===== src/include/pkt_csum_cfg.svh =====
`ifndef PKT_CSUM_CFG_SVH
`define PKT_CSUM_CFG_SVH

// Width of one word on every stream link of the checksum inserter
`define PKT_CSUM_WORD_W 16

// Width of the running one's-complement sum and of the trailer checksum
// It has to match the word width because the trailer travels as a data word
`define PKT_CSUM_CSUM_W 16

`endif


===== src/hdl/pkt_csum_pkg.sv =====
`include "pkt_csum_cfg.svh"

package pkt_csum_pkg;

  // ----------------------------------------------------------------------
  // Datapath types
  // ----------------------------------------------------------------------

  // One payload word as it moves along the stream
  typedef logic [`PKT_CSUM_WORD_W-1:0] word_t;

  // Running one's-complement sum, and also the final inverted checksum
  typedef logic [`PKT_CSUM_CSUM_W-1:0] csum_t;

  // ----------------------------------------------------------------------
  // Control types
  // ----------------------------------------------------------------------

  // PASS forwards packet words and TRAILER presents the checksum word
  typedef enum logic {
    PASS    = 1'b0,
    TRAILER = 1'b1
  } ctrl_state_e;

endpackage


===== src/hdl/word_stream_if.sv =====
// Ready/valid word stream with an end-of-packet flag
// A word moves in any cycle where valid and ready are both high
// The source holds valid, data and last steady while ready is low
interface word_stream_if;

  import pkt_csum_pkg::*;

  // Source side qualifiers and payload
  logic  valid;
  word_t data;
  logic  last;

  // Sink side back-pressure
  logic  ready;

  // Producer end of a link
  modport source (
    output valid,
    output data,
    output last,
    input  ready
  );

  // Consumer end of a link
  modport sink (
    input  valid,
    input  data,
    input  last,
    output ready
  );

endinterface


===== src/hdl/flow_reg_fwd.sv =====
// One-entry pipeline register on a ready/valid stream
// Behaves like a FIFO of depth one with a cut-through back-pressure path
module flow_reg_fwd (
  input logic           clk,
  input logic           rst_n,
  word_stream_if.sink   push,
  word_stream_if.source pop
);

  import pkt_csum_pkg::*;

  // ----------------------------------------------------------------------
  // Storage
  // ----------------------------------------------------------------------

  // Occupancy flag, this is the only state that needs a reset
  logic  valid_q;

  // Held word and its end-of-packet flag, qualified by valid_q
  word_t data_q;
  logic  last_q;

  // High when a word moves from upstream into this stage
  logic  load_en;

  // The stage can take a word if it is empty or if it drains this cycle
  assign push.ready = pop.ready || !valid_q;
  assign load_en    = push.valid && push.ready;

  // The stage stays full on a stall and otherwise follows push valid
  always_ff @(posedge clk) begin
    if (!rst_n) begin
      valid_q <= 1'b0;
    end else if (push.ready) begin
      valid_q <= push.valid;
    end
  end

  // Payload only moves on a push transfer
  always_ff @(posedge clk) begin
    if (load_en) begin
      data_q <= push.data;
      last_q <= push.last;
    end
  end

  assign pop.valid = valid_q;
  assign pop.data  = data_q;
  assign pop.last  = last_q;

  // ----------------------------------------------------------------------
  // Protocol checks
  // ----------------------------------------------------------------------

  // A stalled word must still be there with the same payload next cycle
  pop_stall_stable_a : assert property (@(posedge clk) disable iff (!rst_n)
    pop.valid && !pop.ready |=> pop.valid && $stable(pop.data) && $stable(pop.last))
    else $error("flow_reg_fwd pop side changed while stalled");

  // The stage is empty and accepting in the first cycle out of reset
  reset_ready_a : assert property (@(posedge clk) $rose(rst_n) |-> push.ready)
    else $error("flow_reg_fwd not ready after reset");

  // A word taken on the push side is presented on the pop side next cycle
  push_to_pop_a : assert property (@(posedge clk) disable iff (!rst_n)
    load_en |=> pop.valid && pop.data == $past(push.data) && pop.last == $past(push.last))
    else $error("flow_reg_fwd pushed word missing from the pop side");

endmodule


===== src/hdl/csum_accum.sv =====
`include "pkt_csum_cfg.svh"

// One's-complement accumulator for the packet checksum
// The carry out of the top bit wraps back into bit 0 on every add
module csum_accum (
  input  logic                clk,
  input  logic                rst_n,
  input  logic                add_en,
  input  pkt_csum_pkg::word_t add_word,
  input  logic                clear,
  output pkt_csum_pkg::csum_t csum
);

  import pkt_csum_pkg::*;

  // Running sum of every word accepted so far in the current packet
  csum_t sum_q;

  // Plain binary sum with one extra bit to catch the carry
  logic [`PKT_CSUM_CSUM_W:0] raw_sum;

  // Sum after the end-around carry is folded back in
  csum_t folded_sum;

  assign raw_sum = {1'b0, sum_q} + {1'b0, csum_t'(add_word)};

  // A second carry cannot occur here
  // The largest raw sum is 0x1FFFE, which folds to 0xFFFF
  assign folded_sum = raw_sum[`PKT_CSUM_CSUM_W-1:0]
                    + {{(`PKT_CSUM_CSUM_W-1){1'b0}}, raw_sum[`PKT_CSUM_CSUM_W]};

  // ----------------------------------------------------------------------
  // Sum register
  // ----------------------------------------------------------------------

  // Clear wins the priority, though the controller never sends both
  always_ff @(posedge clk) begin
    if (!rst_n) begin
      sum_q <= '0;
    end else if (clear) begin
      sum_q <= '0;
    end else if (add_en) begin
      sum_q <= folded_sum;
    end
  end

  // Checksum is the one's complement of the running sum
  assign csum = ~sum_q;

  // The trailer cycle and the data cycles of a packet never overlap
  add_clear_excl_a : assert property (@(posedge clk) disable iff (!rst_n)
    !(add_en && clear))
    else $error("csum_accum add_en and clear high together");

endmodule


===== src/hdl/trailer_ctrl.sv =====
// Controller between the input and output pipeline registers
// Forwards packet words and then inserts the checksum as a trailer word
module trailer_ctrl (
  input  logic                clk,
  input  logic                rst_n,
  word_stream_if.sink         up,
  word_stream_if.source       down,
  output logic                add_en,
  output pkt_csum_pkg::word_t add_word,
  output logic                clear,
  input  pkt_csum_pkg::csum_t csum
);

  import pkt_csum_pkg::*;

  ctrl_state_e state_q;
  ctrl_state_e state_d;

  // Transfers on both links as seen by this block
  logic up_xfer;
  logic down_xfer;

  assign up_xfer   = up.valid && up.ready;
  assign down_xfer = down.valid && down.ready;

  // The accumulator always sees the upstream word
  // Only add_en decides whether it counts
  assign add_word = up.data;

  // ----------------------------------------------------------------------
  // Next state and link muxing
  // ----------------------------------------------------------------------

  always_comb begin
    state_d    = state_q;
    up.ready   = 1'b0;
    down.valid = 1'b0;
    down.data  = up.data;
    down.last  = 1'b0;
    add_en     = 1'b0;
    clear      = 1'b0;

    case (state_q)
      PASS: begin
        // Straight pass-through with the end-of-packet flag stripped
        up.ready   = down.ready;
        down.valid = up.valid;
        down.data  = up.data;
        down.last  = 1'b0;
        add_en     = up_xfer;
        if (up_xfer && up.last) begin
          state_d = TRAILER;
        end
      end

      TRAILER: begin
        // Upstream waits while the checksum word goes out
        up.ready   = 1'b0;
        down.valid = 1'b1;
        down.data  = word_t'(csum);
        down.last  = 1'b1;
        if (down_xfer) begin
          clear   = 1'b1;
          state_d = PASS;
        end
      end

      default: begin
        state_d = PASS;
      end
    endcase
  end

  always_ff @(posedge clk) begin
    if (!rst_n) begin
      state_q <= PASS;
    end else begin
      state_q <= state_d;
    end
  end

  // ----------------------------------------------------------------------
  // Checks
  // ----------------------------------------------------------------------

  // The word after a packet's last word is held off until the trailer is out
  trailer_blocks_up_a : assert property (@(posedge clk) disable iff (!rst_n)
    up_xfer && up.last |=> state_q == TRAILER && !up.ready)
    else $error("trailer_ctrl accepted a word before the trailer");

  // Clear only comes with an outgoing trailer and ends the trailer state
  clear_on_trailer_a : assert property (@(posedge clk) disable iff (!rst_n)
    clear |-> down_xfer && down.last ##1 state_q == PASS)
    else $error("trailer_ctrl clear without a trailer transfer");

endmodule


===== src/hdl/pkt_csum_top.sv =====
// Packet checksum inserter
// Input register, trailer controller and output register in a chain
// The accumulator sits beside the controller
module pkt_csum_top (
  input  logic                clk,
  input  logic                rst_n,
  input  logic                in_valid,
  output logic                in_ready,
  input  pkt_csum_pkg::word_t in_data,
  input  logic                in_last,
  output logic                out_valid,
  input  logic                out_ready,
  output pkt_csum_pkg::word_t out_data,
  output logic                out_last
);

  import pkt_csum_pkg::*;

  // ----------------------------------------------------------------------
  // Stream links
  // ----------------------------------------------------------------------

  word_stream_if s_in ();
  word_stream_if s_mid ();
  word_stream_if s_out ();
  word_stream_if s_pop ();

  // Accumulator control and result
  logic  add_en;
  word_t add_word;
  logic  clear;
  csum_t csum;

  // Input ports onto the first link
  assign s_in.valid = in_valid;
  assign s_in.data  = in_data;
  assign s_in.last  = in_last;
  assign in_ready   = s_in.ready;

  // Pop side of the output register onto the output ports
  assign out_valid   = s_pop.valid;
  assign out_data    = s_pop.data;
  assign out_last    = s_pop.last;
  assign s_pop.ready = out_ready;

  // ----------------------------------------------------------------------
  // Blocks
  // ----------------------------------------------------------------------

  flow_reg_fwd u_in_reg (
    .clk   (clk),
    .rst_n (rst_n),
    .push  (s_in.sink),
    .pop   (s_mid.source)
  );

  trailer_ctrl u_ctrl (
    .clk      (clk),
    .rst_n    (rst_n),
    .up       (s_mid.sink),
    .down     (s_out.source),
    .add_en   (add_en),
    .add_word (add_word),
    .clear    (clear),
    .csum     (csum)
  );

  csum_accum u_csum (
    .clk      (clk),
    .rst_n    (rst_n),
    .add_en   (add_en),
    .add_word (add_word),
    .clear    (clear),
    .csum     (csum)
  );

  flow_reg_fwd u_out_reg (
    .clk   (clk),
    .rst_n (rst_n),
    .push  (s_out.sink),
    .pop   (s_pop.source)
  );

endmodule


===== config.mk =====
export PLATFORM = sky130hd
export DESIGN_NAME = pkt_csum_top
export DESIGN_NICKNAME = d
export VERILOG_FILES = /design/src/hdl/pkt_csum_pkg.sv /design/src/hdl/word_stream_if.sv /design/src/hdl/flow_reg_fwd.sv /design/src/hdl/csum_accum.sv /design/src/hdl/trailer_ctrl.sv /design/src/hdl/pkt_csum_top.sv
export VERILOG_INCLUDE_DIRS = /design/src /design/src/include
export SDC_FILE = /design/constraint.sdc
export NUM_CORES = 1
export LEC_CHECK = 0
export ABC_AREA = 1
export BUFFER_PORTS_ARGS = -buffer_cell sky130_fd_sc_hd__buf_2
export CORE_AREA = 2 2 118 120
export CTS_CLUSTER_SIZE = 24
export DETAILED_ROUTE_END_ITERATION = 7
export DIE_AREA = 0 0 120 122
export GPL_TIMING_DRIVEN = 1
export PLACE_DENSITY_LB_ADDON = 0.1
export SLEW_MARGIN = 10
export SYNTH_ARGS = -nofsm -noshare
export SYNTH_HDL_FRONTEND = slang
export SYNTH_SLANG_ARGS = --single-unit
export TNS_END_PERCENT = 5

===== constraint.sdc =====
create_clock -name clk -period 3.8 [get_ports clk]
set_clock_uncertainty 0.05 [all_clocks]
set_input_delay 0.76 -clock clk [delete_from_list [all_inputs] [get_ports clk]]
set_output_delay 0.76 -clock clk [all_outputs]
set_load 0.02 [all_outputs]

==> results.toml <==
[timing]
fin_crit_ns = 3.255
fin_crit_sh_pct = 85.65
rsz0062_at_grt = "no"
slew_headroom_pct = 62.26
setup_viol = 0
fin_hold_ws_ns = 0.4612
drv_slew = 0
hold_viol_final = 0
tightest_slew_ns = 0.5652
fin_setup_tns_ns = 0
max_freq_mhz = 307.2
setup_ws_ns = 0.5452

[grt]
grt-busiest-layer = "met2"
antenna_found_initial = 0
grt_use_met3_pct = 2.762
grt_use_met1_pct = 15.70
grt_pass1_vias = 2597
grt_max_degree = 36
track_usage_pct = 12.62
grt_pass1_wl_um = 13900
met2_usage_pct = 21.77
grt_overflow = 0

[placement]
hpwlAfterDp_um = 6835
gp_congestion = 0.9179
dpl_cell_area_mm2 = 0.003711
port_buffers = 39
dp_slack_ns = 0.5346
dp.cells = 644

[detailed_routing]
wl_um = 8780
via_per_inst = 4.230
drtAntennaViolNets = 0
drtIter0Drc = 173
dr.pass1.iters = 5
drc_errors = 0
vias = 2758
drt-wirelength-per-cell_um = 13.47

[clock_network]
cts_made_buffers = 5
clock_path_buffers = 2
htree_levels = 2
clkTransAtPathRegs_ns = 0.07
post_cts_buffers = 0
clk_latency_ns = 0.31
clockRootBuffer = "clkbuf_16"
post_cts_resized = 0
ctsHoldBuffers = 0
clkSinkCount = 53
cts_tree = "built"

[yosys]
synth_compound_area_share_pct = 9.935
synth_ff_type = "edfxtp_1"
post-synth-top-count-cell = "nand2_1"
synth_top_family_by_area = "simple AND/OR/NAND/NOR gates"
ys_seq_area_share_pct = 42.63
synthDominantCellAreaShare_pct = 31.06
synth-adder-area-share_pct = 7.461
yosysTopAreaCell = "edfxtp_1"
ys_ff_latch = 53
syn_inst = 428
yosys.area_share.simple_pct = 28.36
async_flop_share_pct = 0
yosysUniqueCellTypes = 29
synth_mux_area_share_pct = 0
synthesis.nets = 468
synth_edf_count = 34
synth.area.top_cells = "edfxtp_1, nand2_1, dfxtp_1, inv_1, ha_1"
synth_common_cells = "nand2_1, inv_1, edfxtp_1"
synth-xor-area-share_pct = 3.159
syn_area_per_cell_um2 = 7.680
synthesis.area_mm2 = 0.003287
yosys_warnings = 0

[power_and_ir_drop]
seqPwrFrac_pct = 42.7
p_sw_share_pct = 31.20
p_leak_uw = 0.001892
comb_power_share_pct = 24.9
ir_drop_v = 0.0001726
pwr-share-clk_pct = 32.4
power_per_cell_area_mw_per_mm2 = 413.3
switchingPower_uw = 499.5
p_int_uw = 1101

[setup_path]
critPathKind = "reg2reg"
r2r-end = "u_csum.sum_q[10]$_SDFFE_PP0P_"
worst-path-buf-inv = 1
start_kind = "flop"
slowest_delay_ns = 0.37
end_kind = "flop"
crit_top_cell = "nand2_1"
reg2reg_from = "u_in_reg.pop.data[0]$_DFFE_PP_"
required_ns = 3.94
cp_data_arrival_time_ns = 3.40
cp_slowest_cell = "edfxtp_1"
path_delay_family = "simple AND/OR/NAND/NOR gates"
ff2ff_path_depth = 20
r2r_slack_ns = 0.55
path_cells = "ha_1 > fa_1 > nand2_1 > nand3_1 > nand3_1 > nand2_1 > nand2_1 > nand2_1 > a21oi_1 > o21bai_1 > ha_1 > ha_1 > inv_1 > nor2_1 > nand3_1 > nor2_2 > nand4_2 > nor2_4 > xor2_1 > a21oi_1"
crit_fanout = 5

[die]
die-area_mm2 = 0.01464
ios = 40
coreArea_mm2 = 0.01350
die_h_um = 122
row_count = 43
die_w_um = 120
start_util_pct = 24.34

[layout]
area_growth_pct = 17.85
nNetsFinal = 511
layout.cells.non_filler = 652
num_antenna_cells = 0
fin_area_mm2 = 0.003874
drive_gt1_share_pct = 15.68

[hold_path]
whs_path_depth = 2
min_to = "u_ctrl.state_q$_SDFF_PN0_"
min_path_type = "reg2reg"
holdCritStartpoint = "u_ctrl.state_q$_SDFF_PN0_"

[run]
maxCapViolations = 0

[run_status]
outcome = "finished clean"
per-layer routing:
metal | up-vias | wire [µm]
li1 | 1468 | -
met1 | 1226 | 4051
met2 | 56 | 4243
met3 | 8 | 370
met4 | 0 | 115
met5 | - | 0
registers in the layout, indices dropped and copies added, names as in the netlist:
signal               count
u_in_reg.pop.last        1
u_out_reg.pop.data      16
u_in_reg.pop.valid       1
u_ctrl.state_q           1
u_in_reg.pop.data       16
u_out_reg.pop.valid      1
u_out_reg.pop.last       1
u_csum.sum_q            16
cells by family (layout without fill, tap and decap cells):
family,count (synthesis),in the layout
DFF,53,53
and+or+nand+nor,212,212
adders and majority gates,19,19
buffers and inverters,72,116
AOI/OAI and AO/OA,61,61
xor gates and xnor gates,11,11
cell usage in the layout (no fill, tap or decap), drive strengths merged:
| cell type | Yosys | routed |
|---|---|---|
| o21a | 2 | 2 |
| edfxtp | 34 | 34 |
| nand2 | 137 | 137 |
| or2 | 1 | 1 |
| buf | 1 | 43 |
| nor3 | 1 | 1 |
| nand3 | 32 | 32 |
| o21bai | 6 | 6 |
| and2 | 3 | 3 |
| nor2 | 32 | 32 |
| nand4 | 6 | 6 |
| a21oi | 21 | 21 |
| clkinv | 0 | 1 |
| xor2 | 8 | 8 |
| clkbuf | 6 | 6 |
| bufinv | 0 | 1 |
| xnor2 | 3 | 3 |
| fa | 1 | 1 |
| ha | 18 | 18 |
| inv | 65 | 65 |
| o21ai | 31 | 31 |
| dfxtp | 19 | 19 |
| a31oi | 1 | 1 |
per-stage QoR:
stage	power [µW]	utilization, %
after floorplan	980.5	-
final	1601	28.69
after global placement	1102	27.48
after detailed placement	1098	27.48
after global routing	1705	28.69
after CTS	1632	28.69
worst max path at each step:
stage / startpoint / depth (start not counted) / slack (ns) / end
3_5_place_dp: u_in_reg.pop.data[0]$_DFFE_PP_ / 20 / 0.53 / u_csum.sum_q[10]$_SDFFE_PP0P_
3_3_place_gp: u_in_reg.pop.data[0]$_DFFE_PP_ / 19 / 0.54 / u_csum.sum_q[8]$_SDFFE_PP0P_
4_1_cts: u_in_reg.pop.data[0]$_DFFE_PP_ / 20 / 0.52 / u_csum.sum_q[10]$_SDFFE_PP0P_
5_1_grt: u_in_reg.pop.data[0]$_DFFE_PP_ / 22 / 0.14 / u_csum.sum_q[12]$_SDFFE_PP0P_
2_1_floorplan: u_in_reg.pop.data[0]$_DFFE_PP_ / 20 / 0.98 / u_csum.sum_q[10]$_SDFFE_PP0P_
6_report: u_in_reg.pop.data[0]$_DFFE_PP_ / 20 / 0.55 / u_csum.sum_q[10]$_SDFFE_PP0P_
power by group through the flow:
stage	logic, µW	clock network (µW)	registers (µW)
2_1_floorplan	275	0	706
3_3_place_gp	404	0	697
3_5_place_dp	401	0	697
4_1_cts	404	542	685
5_1_grt	454	563	689
6_report	398	518	684
area by class of cell:
cell class,instances,area [µm²]
Fill cell,1460,9630
Multi-Input combinational cell,303,1615
Sequential cell,53,1401
Inverter,65,244.0
Timing Repair Buffer,43,225.2
Tap cell,180,225.2
Clock buffer,6,128.9
Clock inverter,2,33.78
worst register-to-register path, cell delays in order, from the launching register on:
cell	delay, ns
edfxtp_1	0.37
ha_1	0.26
fa_1	0.34
nand2_1	0.08
nand3_1	0.08
nand3_1	0.10
nand2_1	0.10
nand2_1	0.09
nand2_1	0.10
a21oi_1	0.06
o21bai_1	0.16
ha_1	0.19
ha_1	0.18
inv_1	0.05
nor2_1	0.09
nand3_1	0.13
nor2_2	0.16
nand4_2	0.14
nor2_4	0.17
xor2_1	0.17
a21oi_1	0.07
No activity file was read; power rests on OpenSTA's default activity.
